`src/design/fetch_pkg.sv`:
```
`default_nettype none

package fetch_pkg;

  // ==================================================
  // widths and cache geometry
  // ==================================================
  localparam int XLEN          = 32;
  localparam int IC_LINE_BYTES = 8;
  localparam int IC_LINE_W     = IC_LINE_BYTES * 8;
  localparam int IC_LINES      = 8;
  localparam int IC_OFFSET_W   = $clog2(IC_LINE_BYTES);
  localparam int IC_INDEX_W    = $clog2(IC_LINES);
  localparam int IC_TAG_W      = XLEN - IC_INDEX_W - IC_OFFSET_W;

  localparam logic [XLEN-1:0] PC_RESET = 32'h8000_0000;

  typedef logic [XLEN-1:0]      vaddr_t;
  typedef logic [IC_LINE_W-1:0] ic_line_t;

  // fetch fsm encodings
  localparam int               FSM_W           = 3;
  localparam logic [FSM_W-1:0] INIT            = 3'd0;
  localparam logic [FSM_W-1:0] FETCH_REQ       = 3'd1;
  localparam logic [FSM_W-1:0] WAIT_IC_FILL    = 3'd2;
  localparam logic [FSM_W-1:0] WAIT_IBUF_FREE  = 3'd3;
  localparam logic [FSM_W-1:0] WAIT_FLUSH_FREE = 3'd4;

  // ==================================================
  // commit cause codes
  // ==================================================
  typedef enum logic [4:0] {
    SUPER_SOFT_INT       = 5'd1,
    MACHINE_SOFT_INT     = 5'd3,
    SUPER_TIMER_INT      = 5'd5,
    MACHINE_TIMER_INT    = 5'd7,
    SUPER_EXTERNAL_INT   = 5'd9,
    MACHINE_EXTERNAL_INT = 5'd11
  } int_code_e;

  typedef enum logic [4:0] {
    INST_ADDR_MISALIGN  = 5'd0,
    INST_ACC_FAULT      = 5'd1,
    ILLEGAL_INST        = 5'd2,
    BREAKPOINT          = 5'd3,
    LOAD_ADDR_MISALIGN  = 5'd4,
    LOAD_ACC_FAULT      = 5'd5,
    STAMO_ADDR_MISALIGN = 5'd6,
    STAMO_ACC_FAULT     = 5'd7,
    ECALL_U             = 5'd8,
    ECALL_S             = 5'd9,
    ECALL_M             = 5'd11,
    INST_PAGE_FAULT     = 5'd12,
    LOAD_PAGE_FAULT     = 5'd13,
    STAMO_PAGE_FAULT    = 5'd15,
    SILENT_FLUSH        = 5'd16,  // private codes from here on
    REPLAY_FLUSH        = 5'd17,
    MRET                = 5'd18,
    SRET                = 5'd19
  } exc_code_e;

  // irq view when the commit interrupt flag is set, exc view otherwise
  typedef union packed {
    int_code_e irq;
    exc_code_e exc;
  } commit_cause_u;

endpackage

`default_nettype wire

```
`src/design/redirect_target.sv`:
```
`timescale 1ns/1ps
`default_nettype none

module redirect_target (
  input  logic                    i_commit_valid,
  input  logic                    i_commit_int,
  input  fetch_pkg::commit_cause_u i_commit_cause,
  input  fetch_pkg::vaddr_t       i_commit_epc,
  input  fetch_pkg::vaddr_t       i_csr_mtvec,
  input  fetch_pkg::vaddr_t       i_csr_stvec,
  input  fetch_pkg::vaddr_t       i_csr_mepc,
  input  fetch_pkg::vaddr_t       i_csr_sepc,
  input  logic [15:0]             i_csr_medeleg,
  input  logic                    i_br_mispredict,
  input  fetch_pkg::vaddr_t       i_br_target,
  output logic                    o_redirect_valid,
  output fetch_pkg::vaddr_t       o_redirect_addr
);

  logic [4:0]        w_code;          // raw cause bits
  fetch_pkg::vaddr_t w_mtvec_base;
  fetch_pkg::vaddr_t w_commit_target;

  assign w_code       = i_commit_cause;
  assign w_mtvec_base = {i_csr_mtvec[fetch_pkg::XLEN-1:1], 1'b0};

  always_comb begin
    w_commit_target = i_csr_mtvec;
    if (i_commit_int) begin
      case (i_commit_cause.irq)
        fetch_pkg::SUPER_SOFT_INT,
        fetch_pkg::MACHINE_SOFT_INT,
        fetch_pkg::SUPER_TIMER_INT,
        fetch_pkg::MACHINE_TIMER_INT,
        fetch_pkg::SUPER_EXTERNAL_INT,
        fetch_pkg::MACHINE_EXTERNAL_INT :
          w_commit_target = w_mtvec_base + (fetch_pkg::vaddr_t'(w_code) << 2);  // vectored
        default : w_commit_target = i_csr_mtvec;
      endcase
    end else begin
      case (i_commit_cause.exc)
        fetch_pkg::SILENT_FLUSH : w_commit_target = i_commit_epc + fetch_pkg::vaddr_t'(4);
        fetch_pkg::REPLAY_FLUSH : w_commit_target = i_commit_epc;
        fetch_pkg::MRET         : w_commit_target = i_csr_mepc;
        fetch_pkg::SRET         : w_commit_target = i_csr_sepc;
        // standard exceptions, trap base picked by delegation
        fetch_pkg::INST_ADDR_MISALIGN,
        fetch_pkg::INST_ACC_FAULT,
        fetch_pkg::ILLEGAL_INST,
        fetch_pkg::BREAKPOINT,
        fetch_pkg::LOAD_ADDR_MISALIGN,
        fetch_pkg::LOAD_ACC_FAULT,
        fetch_pkg::STAMO_ADDR_MISALIGN,
        fetch_pkg::STAMO_ACC_FAULT,
        fetch_pkg::ECALL_U,
        fetch_pkg::ECALL_S,
        fetch_pkg::ECALL_M,
        fetch_pkg::INST_PAGE_FAULT,
        fetch_pkg::LOAD_PAGE_FAULT,
        fetch_pkg::STAMO_PAGE_FAULT :
          w_commit_target = i_csr_medeleg[w_code[3:0]] ? i_csr_stvec : i_csr_mtvec;
        default : w_commit_target = i_csr_mtvec;
      endcase
    end
  end

  // commit beats a branch in the same cycle
  assign o_redirect_valid = i_commit_valid | i_br_mispredict;
  assign o_redirect_addr  = i_commit_valid  ? w_commit_target :
                            i_br_mispredict ? i_br_target     : '0;

endmodule

`default_nettype wire

```
`src/design/fetch_ctrl.sv`:
```
`timescale 1ns/1ps
`default_nettype none

module fetch_ctrl (
  input  logic              i_clk,
  input  logic              i_reset_n,
  input  logic              i_redirect_valid,
  input  fetch_pkg::vaddr_t i_redirect_addr,
  input  logic              i_ic_ready,
  input  logic              i_s2_miss,
  input  logic              i_s2_stall,
  input  fetch_pkg::vaddr_t i_s2_vaddr,
  output logic              o_s0_valid,
  output fetch_pkg::vaddr_t o_s0_vaddr,
  output logic              o_flush
);

  logic [fetch_pkg::FSM_W-1:0] r_state;
  logic [fetch_pkg::FSM_W-1:0] w_state_next;
  fetch_pkg::vaddr_t           r_s0_vaddr;       // address waiting to be issued
  fetch_pkg::vaddr_t           w_s0_vaddr_next;
  logic                        w_s0_valid;
  logic                        w_replay;

  // start of the line after the one holding addr
  function automatic fetch_pkg::vaddr_t next_line(input fetch_pkg::vaddr_t addr);
    fetch_pkg::vaddr_t base;
    base = {addr[fetch_pkg::XLEN-1:fetch_pkg::IC_OFFSET_W],
            {fetch_pkg::IC_OFFSET_W{1'b0}}};
    return base + fetch_pkg::vaddr_t'(fetch_pkg::IC_LINE_BYTES);
  endfunction

  assign w_replay = i_s2_miss | i_s2_stall;

  // ==================================================
  // next state and s0 address
  // ==================================================
  always_comb begin
    w_state_next    = r_state;
    w_s0_vaddr_next = r_s0_vaddr;
    w_s0_valid      = 1'b0;

    case (r_state)
      fetch_pkg::INIT : begin
        w_state_next = fetch_pkg::FETCH_REQ;
      end
      fetch_pkg::FETCH_REQ : begin
        if (w_replay) begin
          // s2 line lost, fetch it again from s0
          w_s0_vaddr_next = i_s2_vaddr;
          w_state_next    = i_s2_miss ? fetch_pkg::WAIT_IC_FILL : fetch_pkg::WAIT_IBUF_FREE;
        end else if (i_ic_ready) begin
          w_s0_valid      = 1'b1;
          w_s0_vaddr_next = next_line(r_s0_vaddr);
        end
      end
      fetch_pkg::WAIT_IC_FILL,
      fetch_pkg::WAIT_IBUF_FREE,
      fetch_pkg::WAIT_FLUSH_FREE : begin
        if (i_ic_ready) begin  // held address goes out
          w_s0_valid      = 1'b1;
          w_s0_vaddr_next = next_line(r_s0_vaddr);
          w_state_next    = fetch_pkg::FETCH_REQ;
        end
      end
      default : begin
        w_state_next = fetch_pkg::INIT;
      end
    endcase

    // redirect overrides everything above
    if (i_redirect_valid) begin
      if (r_state == fetch_pkg::INIT) begin
        w_s0_vaddr_next = i_redirect_addr;
      end else if (i_ic_ready) begin
        w_s0_valid      = 1'b1;
        w_s0_vaddr_next = next_line(i_redirect_addr);
        w_state_next    = fetch_pkg::FETCH_REQ;
      end else begin
        w_s0_vaddr_next = i_redirect_addr;  // park until the refill is done
        w_state_next    = fetch_pkg::WAIT_FLUSH_FREE;
      end
    end
  end

  always_ff @(posedge i_clk, negedge i_reset_n) begin
    if (!i_reset_n) begin
      r_state    <= fetch_pkg::INIT;
      r_s0_vaddr <= fetch_pkg::PC_RESET;
    end else begin
      r_state    <= w_state_next;
      r_s0_vaddr <= w_s0_vaddr_next;
    end
  end

  assign o_s0_valid = w_s0_valid;
  assign o_s0_vaddr = i_redirect_valid ? i_redirect_addr : r_s0_vaddr;
  assign o_flush    = i_redirect_valid | w_replay;  // kills s1 and s2

endmodule

`default_nettype wire

```
`src/design/icache.sv`:
```
`timescale 1ns/1ps
`default_nettype none

module icache (
  input  logic                i_clk,
  input  logic                i_reset_n,
  input  logic                i_fence_i,
  input  logic                i_s0_valid,
  input  fetch_pkg::vaddr_t   i_s0_vaddr,
  input  logic                i_s1_live,
  output logic                o_ready,
  output logic                o_s2_hit,
  output logic                o_s2_miss,
  output fetch_pkg::ic_line_t o_s2_data,
  output logic                o_mem_req_valid,
  output fetch_pkg::vaddr_t   o_mem_req_addr,
  input  logic                i_mem_req_ready,
  input  logic                i_mem_resp_valid,
  input  fetch_pkg::ic_line_t i_mem_resp_data
);

  // ==================================================
  // arrays
  // ==================================================
  logic [fetch_pkg::IC_TAG_W-1:0] tag_mem  [fetch_pkg::IC_LINES];
  fetch_pkg::ic_line_t            data_mem [fetch_pkg::IC_LINES];
  logic [fetch_pkg::IC_LINES-1:0] r_line_valid;

  logic [fetch_pkg::IC_TAG_W-1:0]   w_s0_tag;
  logic [fetch_pkg::IC_INDEX_W-1:0] w_s0_index;

  logic [fetch_pkg::IC_TAG_W-1:0]   r_s1_tag;       // tag of the s1 address
  logic [fetch_pkg::IC_INDEX_W-1:0] r_s1_index;
  logic [fetch_pkg::IC_TAG_W-1:0]   r_s1_tag_rd;    // stored tag
  logic                             r_s1_valid_rd;
  fetch_pkg::ic_line_t              r_s1_data;
  logic                             w_s1_hit;

  logic                r_s2_hit;
  logic                r_s2_miss;
  fetch_pkg::ic_line_t r_s2_data;

  logic                             r_busy;         // refill in progress
  logic                             r_req_valid;
  fetch_pkg::vaddr_t                r_req_addr;
  logic                             w_refill_start;
  logic                             w_refill_done;
  logic [fetch_pkg::IC_INDEX_W-1:0] w_refill_index;

  assign w_s0_tag   = i_s0_vaddr[fetch_pkg::XLEN-1 -: fetch_pkg::IC_TAG_W];
  assign w_s0_index = i_s0_vaddr[fetch_pkg::IC_OFFSET_W +: fetch_pkg::IC_INDEX_W];

  // s0 read
  always_ff @(posedge i_clk) begin
    if (i_s0_valid) begin
      r_s1_tag      <= w_s0_tag;
      r_s1_index    <= w_s0_index;
      r_s1_tag_rd   <= tag_mem[w_s0_index];
      r_s1_valid_rd <= r_line_valid[w_s0_index];
      r_s1_data     <= data_mem[w_s0_index];
    end
  end

  // s1 compare, result to s2
  assign w_s1_hit = r_s1_valid_rd & (r_s1_tag_rd == r_s1_tag);

  always_ff @(posedge i_clk, negedge i_reset_n) begin
    if (!i_reset_n) begin
      r_s2_hit  <= 1'b0;
      r_s2_miss <= 1'b0;
    end else begin
      r_s2_hit  <= i_s1_live & w_s1_hit;
      r_s2_miss <= i_s1_live & ~w_s1_hit;
    end
  end

  always_ff @(posedge i_clk) begin
    r_s2_data <= r_s1_data;
  end

  // ==================================================
  // refill, one line outstanding
  // ==================================================
  assign w_refill_start = i_s1_live & ~w_s1_hit & ~r_busy;
  assign w_refill_done  = r_busy & ~r_req_valid & i_mem_resp_valid;
  assign w_refill_index = r_req_addr[fetch_pkg::IC_OFFSET_W +: fetch_pkg::IC_INDEX_W];

  always_ff @(posedge i_clk, negedge i_reset_n) begin
    if (!i_reset_n) begin
      r_busy      <= 1'b0;
      r_req_valid <= 1'b0;
    end else if (w_refill_start) begin
      r_busy      <= 1'b1;
      r_req_valid <= 1'b1;
    end else begin
      if (r_req_valid & i_mem_req_ready) begin
        r_req_valid <= 1'b0;  // accepted, wait for the response
      end
      if (w_refill_done) begin
        r_busy <= 1'b0;
      end
    end
  end

  always_ff @(posedge i_clk) begin
    if (w_refill_start) begin
      r_req_addr <= {r_s1_tag, r_s1_index, {fetch_pkg::IC_OFFSET_W{1'b0}}};
    end
  end

  always_ff @(posedge i_clk, negedge i_reset_n) begin
    if (!i_reset_n) begin
      r_line_valid <= '0;
    end else if (i_fence_i) begin
      r_line_valid <= '0;  // fence drops a refill landing in the same cycle
    end else if (w_refill_done) begin
      r_line_valid[w_refill_index] <= 1'b1;
    end
  end

  always_ff @(posedge i_clk) begin
    if (w_refill_done) begin
      tag_mem[w_refill_index]  <= r_req_addr[fetch_pkg::XLEN-1 -: fetch_pkg::IC_TAG_W];
      data_mem[w_refill_index] <= i_mem_resp_data;
    end
  end

  assign o_ready         = ~r_busy;
  assign o_s2_hit        = r_s2_hit;
  assign o_s2_miss       = r_s2_miss;
  assign o_s2_data       = r_s2_data;
  assign o_mem_req_valid = r_req_valid;
  assign o_mem_req_addr  = r_req_addr;

endmodule

`default_nettype wire

```
`src/design/fetch_pipe.sv`:
```
`timescale 1ns/1ps
`default_nettype none

module fetch_pipe (
  input  logic                i_clk,
  input  logic                i_reset_n,
  input  logic                i_s0_valid,
  input  fetch_pkg::vaddr_t   i_s0_vaddr,
  input  logic                i_flush,
  input  logic                i_ic_hit,
  input  logic                i_ic_miss,
  input  fetch_pkg::ic_line_t i_ic_data,
  input  logic                i_ibuf_ready,
  output logic                o_s1_live,
  output logic                o_s2_miss,
  output logic                o_s2_stall,
  output fetch_pkg::vaddr_t   o_s2_vaddr,
  output logic                o_ibuf_valid,
  output fetch_pkg::vaddr_t   o_ibuf_pc,
  output fetch_pkg::ic_line_t o_ibuf_data
);

  logic              r_s1_valid;
  fetch_pkg::vaddr_t r_s1_vaddr;
  logic              r_s2_valid;
  fetch_pkg::vaddr_t r_s2_vaddr;
  logic              w_s1_live;
  logic              w_s2_load;    // live s2 hit offered to the buffer

  // a flush kills s1 before it moves on, s2 is overwritten
  assign w_s1_live = r_s1_valid & ~i_flush;

  always_ff @(posedge i_clk, negedge i_reset_n) begin
    if (!i_reset_n) begin
      r_s1_valid <= 1'b0;
      r_s2_valid <= 1'b0;
    end else begin
      r_s1_valid <= i_s0_valid;
      r_s2_valid <= w_s1_live;
    end
  end

  always_ff @(posedge i_clk) begin
    r_s1_vaddr <= i_s0_vaddr;
    r_s2_vaddr <= r_s1_vaddr;
  end

  assign w_s2_load = r_s2_valid & i_ic_hit;

  assign o_s1_live    = w_s1_live;
  assign o_s2_miss    = r_s2_valid & i_ic_miss;
  assign o_s2_stall   = w_s2_load & ~i_ibuf_ready;  // not taken, will be refetched
  assign o_s2_vaddr   = r_s2_vaddr;
  assign o_ibuf_valid = w_s2_load;
  assign o_ibuf_pc    = r_s2_vaddr;
  assign o_ibuf_data  = i_ic_data;

endmodule

`default_nettype wire

```
`src/design/fetch_frontend.sv`:
```
`timescale 1ns/1ps
`default_nettype none

module fetch_frontend (
  input  logic                     i_clk,
  input  logic                     i_reset_n,
  // commit and csr
  input  logic                     i_commit_valid,
  input  logic                     i_commit_int,
  input  fetch_pkg::commit_cause_u i_commit_cause,
  input  fetch_pkg::vaddr_t        i_commit_epc,
  input  fetch_pkg::vaddr_t        i_csr_mtvec,
  input  fetch_pkg::vaddr_t        i_csr_stvec,
  input  fetch_pkg::vaddr_t        i_csr_mepc,
  input  fetch_pkg::vaddr_t        i_csr_sepc,
  input  logic [15:0]              i_csr_medeleg,
  // branch
  input  logic                     i_br_mispredict,
  input  fetch_pkg::vaddr_t        i_br_target,
  input  logic                     i_fence_i,
  // memory port
  output logic                     o_mem_req_valid,
  output fetch_pkg::vaddr_t        o_mem_req_addr,
  input  logic                     i_mem_req_ready,
  input  logic                     i_mem_resp_valid,
  input  fetch_pkg::ic_line_t      i_mem_resp_data,
  // instruction buffer
  output logic                     o_ibuf_valid,
  output fetch_pkg::vaddr_t        o_ibuf_pc,
  output fetch_pkg::ic_line_t      o_ibuf_data,
  input  logic                     i_ibuf_ready
);

  logic                w_redirect_valid;
  fetch_pkg::vaddr_t   w_redirect_addr;
  logic                w_s0_valid;
  fetch_pkg::vaddr_t   w_s0_vaddr;
  logic                w_flush;
  logic                w_ic_ready;
  logic                w_ic_s2_hit;
  logic                w_ic_s2_miss;
  fetch_pkg::ic_line_t w_ic_s2_data;
  logic                w_s1_live;
  logic                w_s2_miss;      // gated by s2 valid
  logic                w_s2_stall;
  fetch_pkg::vaddr_t   w_s2_vaddr;

  redirect_target u_redirect_target (
    .i_commit_valid   (i_commit_valid),
    .i_commit_int     (i_commit_int),
    .i_commit_cause   (i_commit_cause),
    .i_commit_epc     (i_commit_epc),
    .i_csr_mtvec      (i_csr_mtvec),
    .i_csr_stvec      (i_csr_stvec),
    .i_csr_mepc       (i_csr_mepc),
    .i_csr_sepc       (i_csr_sepc),
    .i_csr_medeleg    (i_csr_medeleg),
    .i_br_mispredict  (i_br_mispredict),
    .i_br_target      (i_br_target),
    .o_redirect_valid (w_redirect_valid),
    .o_redirect_addr  (w_redirect_addr)
  );

  fetch_ctrl u_fetch_ctrl (
    .i_clk            (i_clk),
    .i_reset_n        (i_reset_n),
    .i_redirect_valid (w_redirect_valid),
    .i_redirect_addr  (w_redirect_addr),
    .i_ic_ready       (w_ic_ready),
    .i_s2_miss        (w_s2_miss),
    .i_s2_stall       (w_s2_stall),
    .i_s2_vaddr       (w_s2_vaddr),
    .o_s0_valid       (w_s0_valid),
    .o_s0_vaddr       (w_s0_vaddr),
    .o_flush          (w_flush)
  );

  icache u_icache (
    .i_clk            (i_clk),
    .i_reset_n        (i_reset_n),
    .i_fence_i        (i_fence_i),
    .i_s0_valid       (w_s0_valid),
    .i_s0_vaddr       (w_s0_vaddr),
    .i_s1_live        (w_s1_live),
    .o_ready          (w_ic_ready),
    .o_s2_hit         (w_ic_s2_hit),
    .o_s2_miss        (w_ic_s2_miss),
    .o_s2_data        (w_ic_s2_data),
    .o_mem_req_valid  (o_mem_req_valid),
    .o_mem_req_addr   (o_mem_req_addr),
    .i_mem_req_ready  (i_mem_req_ready),
    .i_mem_resp_valid (i_mem_resp_valid),
    .i_mem_resp_data  (i_mem_resp_data)
  );

  fetch_pipe u_fetch_pipe (
    .i_clk            (i_clk),
    .i_reset_n        (i_reset_n),
    .i_s0_valid       (w_s0_valid),
    .i_s0_vaddr       (w_s0_vaddr),
    .i_flush          (w_flush),
    .i_ic_hit         (w_ic_s2_hit),
    .i_ic_miss        (w_ic_s2_miss),
    .i_ic_data        (w_ic_s2_data),
    .i_ibuf_ready     (i_ibuf_ready),
    .o_s1_live        (w_s1_live),
    .o_s2_miss        (w_s2_miss),
    .o_s2_stall       (w_s2_stall),
    .o_s2_vaddr       (w_s2_vaddr),
    .o_ibuf_valid     (o_ibuf_valid),
    .o_ibuf_pc        (o_ibuf_pc),
    .o_ibuf_data      (o_ibuf_data)
  );

endmodule

`default_nettype wire

```
`config.mk`:
```
export PLATFORM = sky130hd
export DESIGN_NAME = fetch_frontend
export DESIGN_NICKNAME = d
export VERILOG_FILES = /design/src/design/fetch_pkg.sv /design/src/design/redirect_target.sv /design/src/design/fetch_ctrl.sv /design/src/design/icache.sv /design/src/design/fetch_pipe.sv /design/src/design/fetch_frontend.sv
export SDC_FILE = /design/constraint.sdc
export NUM_CORES = 1
export LEC_CHECK = 0
export BUFFER_PORTS_ARGS = -buffer_cell sky130_fd_sc_hd__buf_2
export CAP_MARGIN = 0
export CORE_MARGIN = 1.5
export CORE_UTILIZATION = 55
export CTS_CLUSTER_DIAMETER = 30
export CTS_CLUSTER_SIZE = 16
export DETAILED_ROUTE_END_ITERATION = 12
export PLACE_DENSITY = 0.81
export SYNTH_ARGS = -nofsm -noshare
export SYNTH_HDL_FRONTEND = slang
export SYNTH_HIERARCHICAL = 1
export SYNTH_SLANG_ARGS = --single-unit
```
`constraint.sdc`:
```
create_clock -name i_clk -period 19.2 [get_ports i_clk]
set_input_delay 2.88 -clock i_clk [delete_from_list [all_inputs] [get_ports i_clk]]
set_output_delay 2.88 -clock i_clk [all_outputs]
set_load 0.1 [all_outputs]
```
==> metrics.md <==
| Metric | Value |
|---|---|
| WL/cell | 32.98 µm |
| Synth top area share | 58.71% |
| Cell Area, Placed | 0.04649 mm² |
| Sequential fraction of the synthesis area | 67.23% |
| Clock slew at reported path FFs | 0.07 ns |
| Power Density | 148.3 mW/mm² |
| Area delta synth->final | 16.79% |
| Sw Pwr | 0.002660 W |
| Register bit total from synthesis | 1046 |
| Die area | 0.08253 mm² |
| Mapped Cells | 2591 |
| Most common cell after layout, fill and taps aside | edfxtp_1 |
| Most area-hungry cell type in the Yosys netlist | edfxtp_1 |
| Post-CTS Setup Bufs | 0 |
| Synth Flop Type | edfxtp_1 |
| Mean Syn Cell Area | 17.16 µm² |
| Clock skew | 0.05146 ns |
| I/O pin total | 416 |
| Top post-synthesis cells by area | edfxtp_1 (59%), mux4_1 (10%), dfxtp_1 (5.8%), mux2_2 (3.2%), dfrtp_1 (2.7%) |
| Final Power | 0.007698 W |
| H-tree depth | 4 |
| Area of the multi-input gates | 0.01275 mm² |
| Fillers | 5174 |
| Vias in the first global route | 27400 |
| CP Data Required Time | 19.70 ns |
| Drt first pass iters | 9 |
| Vias per cell | 6.577 |
| Worst skew pair latency | 0.76 ns |
| Relative slew margins | 1.489% |
| Die W | 287.3 µm |
| Total CTS buffers | 149 |
| Arrival time of the worst setup path | 9.54 ns |
| Synth Warn # | 6 |
| Pleak | 18.47 nW |
| Iter 0 DRT Violations | 3212 |
| Starting Density | 55.36% |
| Share of post-route cells with drive strength above 1 | 29.34% |
| Sequential Area | 0.02988 mm² |
| Sw Ratio | 34.55% |
| Die height | 287.3 µm |
| GPL Wtd Cong | 0.9946 |
| Hold Path Class | flop to flop |
| Clk sink count | 1046 |
| Initial antenna violation count | 14 |
| FFs w/ async S/R, synth | 4.685% |
| Internal Power | 0.005039 W |
| Num rows | 104 |
| Share of power burned in registers | 39.8% |
| Final period utilization | 47.12% |
| Part of the power in combinational logic | 22.2% |
| Min Clock Period, post-route | 9.047 ns |
| Final hold viol count | 0 |
| Via count | 27400 |
| CTS root buffer | clkbuf_16 |
| GR Util met1 | 43.54% |
| Number of flops mapped to enable cells by yosys | 869 |
| Met3 Use GR | 6.762% |
| Clk pwr share | 38.0% |
| RSZ-0062 raised after global routing | false |
| Met2 usage | 53.28% |
| GRT overflow | 0 |
| Max-cap viol count | 0 |
| Final TNS setup | 0 ns |
| Crit end category | flop |
| Final instance area | 0.05191 mm² |
| Worst-Margin Slew | 1.478 ns |
| Resized cells post-CTS | 0 |
| Hold depth | 0 |
| Placed wire-length estimate | 76030 µm |
| Hold buffer count at CTS | 0 |
| GRT busiest layer | met2 |
| CTS tree | yes |
| Crit Path Max Fanout | 90 |
| Max Slew Vio Count | 0 |
| Most frequent cells in the layout | edfxtp_1 (869), buf_2 (412), mux4_1 (171) |
| Post-DRT Antenna Nets | 0 |
| Status | finished clean |
| Deepest clock path buffer count | 3 |
| Depth of the most critical reg-to-reg path | 5 |
| Core area | 0.08029 mm² |
| Global-route wire length before repair | 193100 µm |
| IO buf count | 412 |
| Largest net degree at the start of global routing | 185 |
| Total GRT Usage | 32.66% |
| Startpoint types | input port |
| Synth cell types | 112 |
| Final setup violation count | 0 |
| Wirelength, routed | 137400 µm |
| # DRC | 0 |
| Fin nets | 3263 |
| Layout Utilization | 64.66% |
| Syn Std Cell Area | 0.04445 mm² |
| Worst setup path class | input port to flop |
| Fmax | 0.1105 GHz |
| Peak supply drop | 0.0001311 V |
==> sequential cells by signal (all words and copies together), names as in the netlist, 26 cells and up <==
name                     cells
u_icache/data_mem          512
u_icache/o_s2_data          64
u_icache/r_s1_tag           26
u_icache/r_s1_data          64
u_fetch_ctrl/r_s0_vaddr     32
u_fetch_pipe/r_s1_vaddr     32
u_icache/tag_mem           208
u_fetch_pipe/o_ibuf_pc      32
u_icache/o_mem_req_addr     29
u_icache/r_s1_tag_rd        26
==> logic make-up (layout without fill, tap and decap cells) <==
| logic type | Yosys count | after routing | share of synthesized area (%) |
|---|---|---|---|
| DFF | 1046 | 1046 | 67.23 |
| and+or+nand+nor | 486 | 486 | 6.035 |
| AOI/OAI and AO/OA | 355 | 355 | 5.759 |
| muxes | 339 | 339 | 14.62 |
| buffers and inverters | 267 | 769 | 4.338 |
| xor gates and xnor gates | 88 | 88 | 1.734 |
| adders and majority gates | 9 | 9 | 0.2702 |
| other | 1 | 13 | 0.008436 |
==> final timing paths <==
check	from	to	slack (ns)
worst max-delay path	i_commit_cause[0]	u_icache/r_s1_data[10]$_DFFE_PP_	10.15
worst min-delay path	u_fetch_pipe/r_s1_vaddr[7]$_DFF_P_	u_fetch_pipe/o_ibuf_pc[7]$_DFF_P_	0.32
worst max register to register	u_fetch_ctrl/r_s0_vaddr[3]$_DFFE_PN0P_	u_icache/r_s1_data[10]$_DFFE_PP_	14.84
worst min register to register	u_fetch_pipe/r_s1_vaddr[7]$_DFF_P_	u_fetch_pipe/o_ibuf_pc[7]$_DFF_P_	0.32
max in group asynchronous	i_reset_n	u_icache/r_line_valid[0]$_DFFE_PN0P_	16.38
min in group asynchronous	i_reset_n	u_icache/r_busy$_DFFE_PN0P_	2.29
==> layout make-up <==
class / count / share of cell area (%)
multi-input combinational: 1280 / 24.57
tap: 1060 / 2.555
clock inverter: 111 / 2.914
inverter: 42 / 0.3037
sequential: 1046 / 57.57
antenna: 10 / 0.04820
timing repair buffer: 449 / 4.555
clock buffer: 167 / 7.489
==> power by group through the flow <==
stage | combinational, W | sequential, W | clock (W)
detailed placement | 0.00166 | 0.00308 | 0
floorplan | 0.00128 | 0.00317 | 0
global route | 0.00175 | 0.00309 | 0.00304
finish | 0.00171 | 0.00307 | 0.00292
CTS | 0.00169 | 0.00306 | 0.00295
global placement | 0.00163 | 0.00306 | 0
==> per-stage QoR <==
step | cells | hold WS, ns | setup slack (ns)
after CTS | 4155 | 0.3247 | 10.33
final | 4165 | 0.3220 | 10.15
after global routing | 4164 | 0.3247 | 9.958
after detailed placement | 3877 | 0.3121 | 9.649
after floorplan | 2593 | 0.3096 | 9.112
after global placement | 3877 | 0.3124 | 9.899
==> cell usage after synthesis, types with 48 or more instances <==
cell type,count
edfxtp_1,869
mux4_1,171
dfxtp_1,128
mux2_2,126
nand2_1,112
buf_4,101
o21ai_0,78
nor2_1,73
nand4_1,50
nand3_1,49
a21oi_1,48
dfrtp_1,48
xor2_1,48
==> worst max-delay path, stage by stage <==
cell     delay (ns)
buf_2          0.08
buf_4          0.49
mux2i_1        0.20
mux4_2         0.71
o32ai_4        0.15
buf_4          0.28
a221o_1        0.19
a21oi_1        0.04
o21ai_0        0.71
mux2_8         0.93
buf_4          0.78
buf_4          0.78
mux4_1         0.74
mux2_2         0.31
==> metal layers <==
metal  up-vias  wire, µm
li1      11250         -
met2      1830     68390
met4         8      4867
met1     14030     51930
met5         -        61
met3       282     12120
Power figures use the tool's default switching activity.
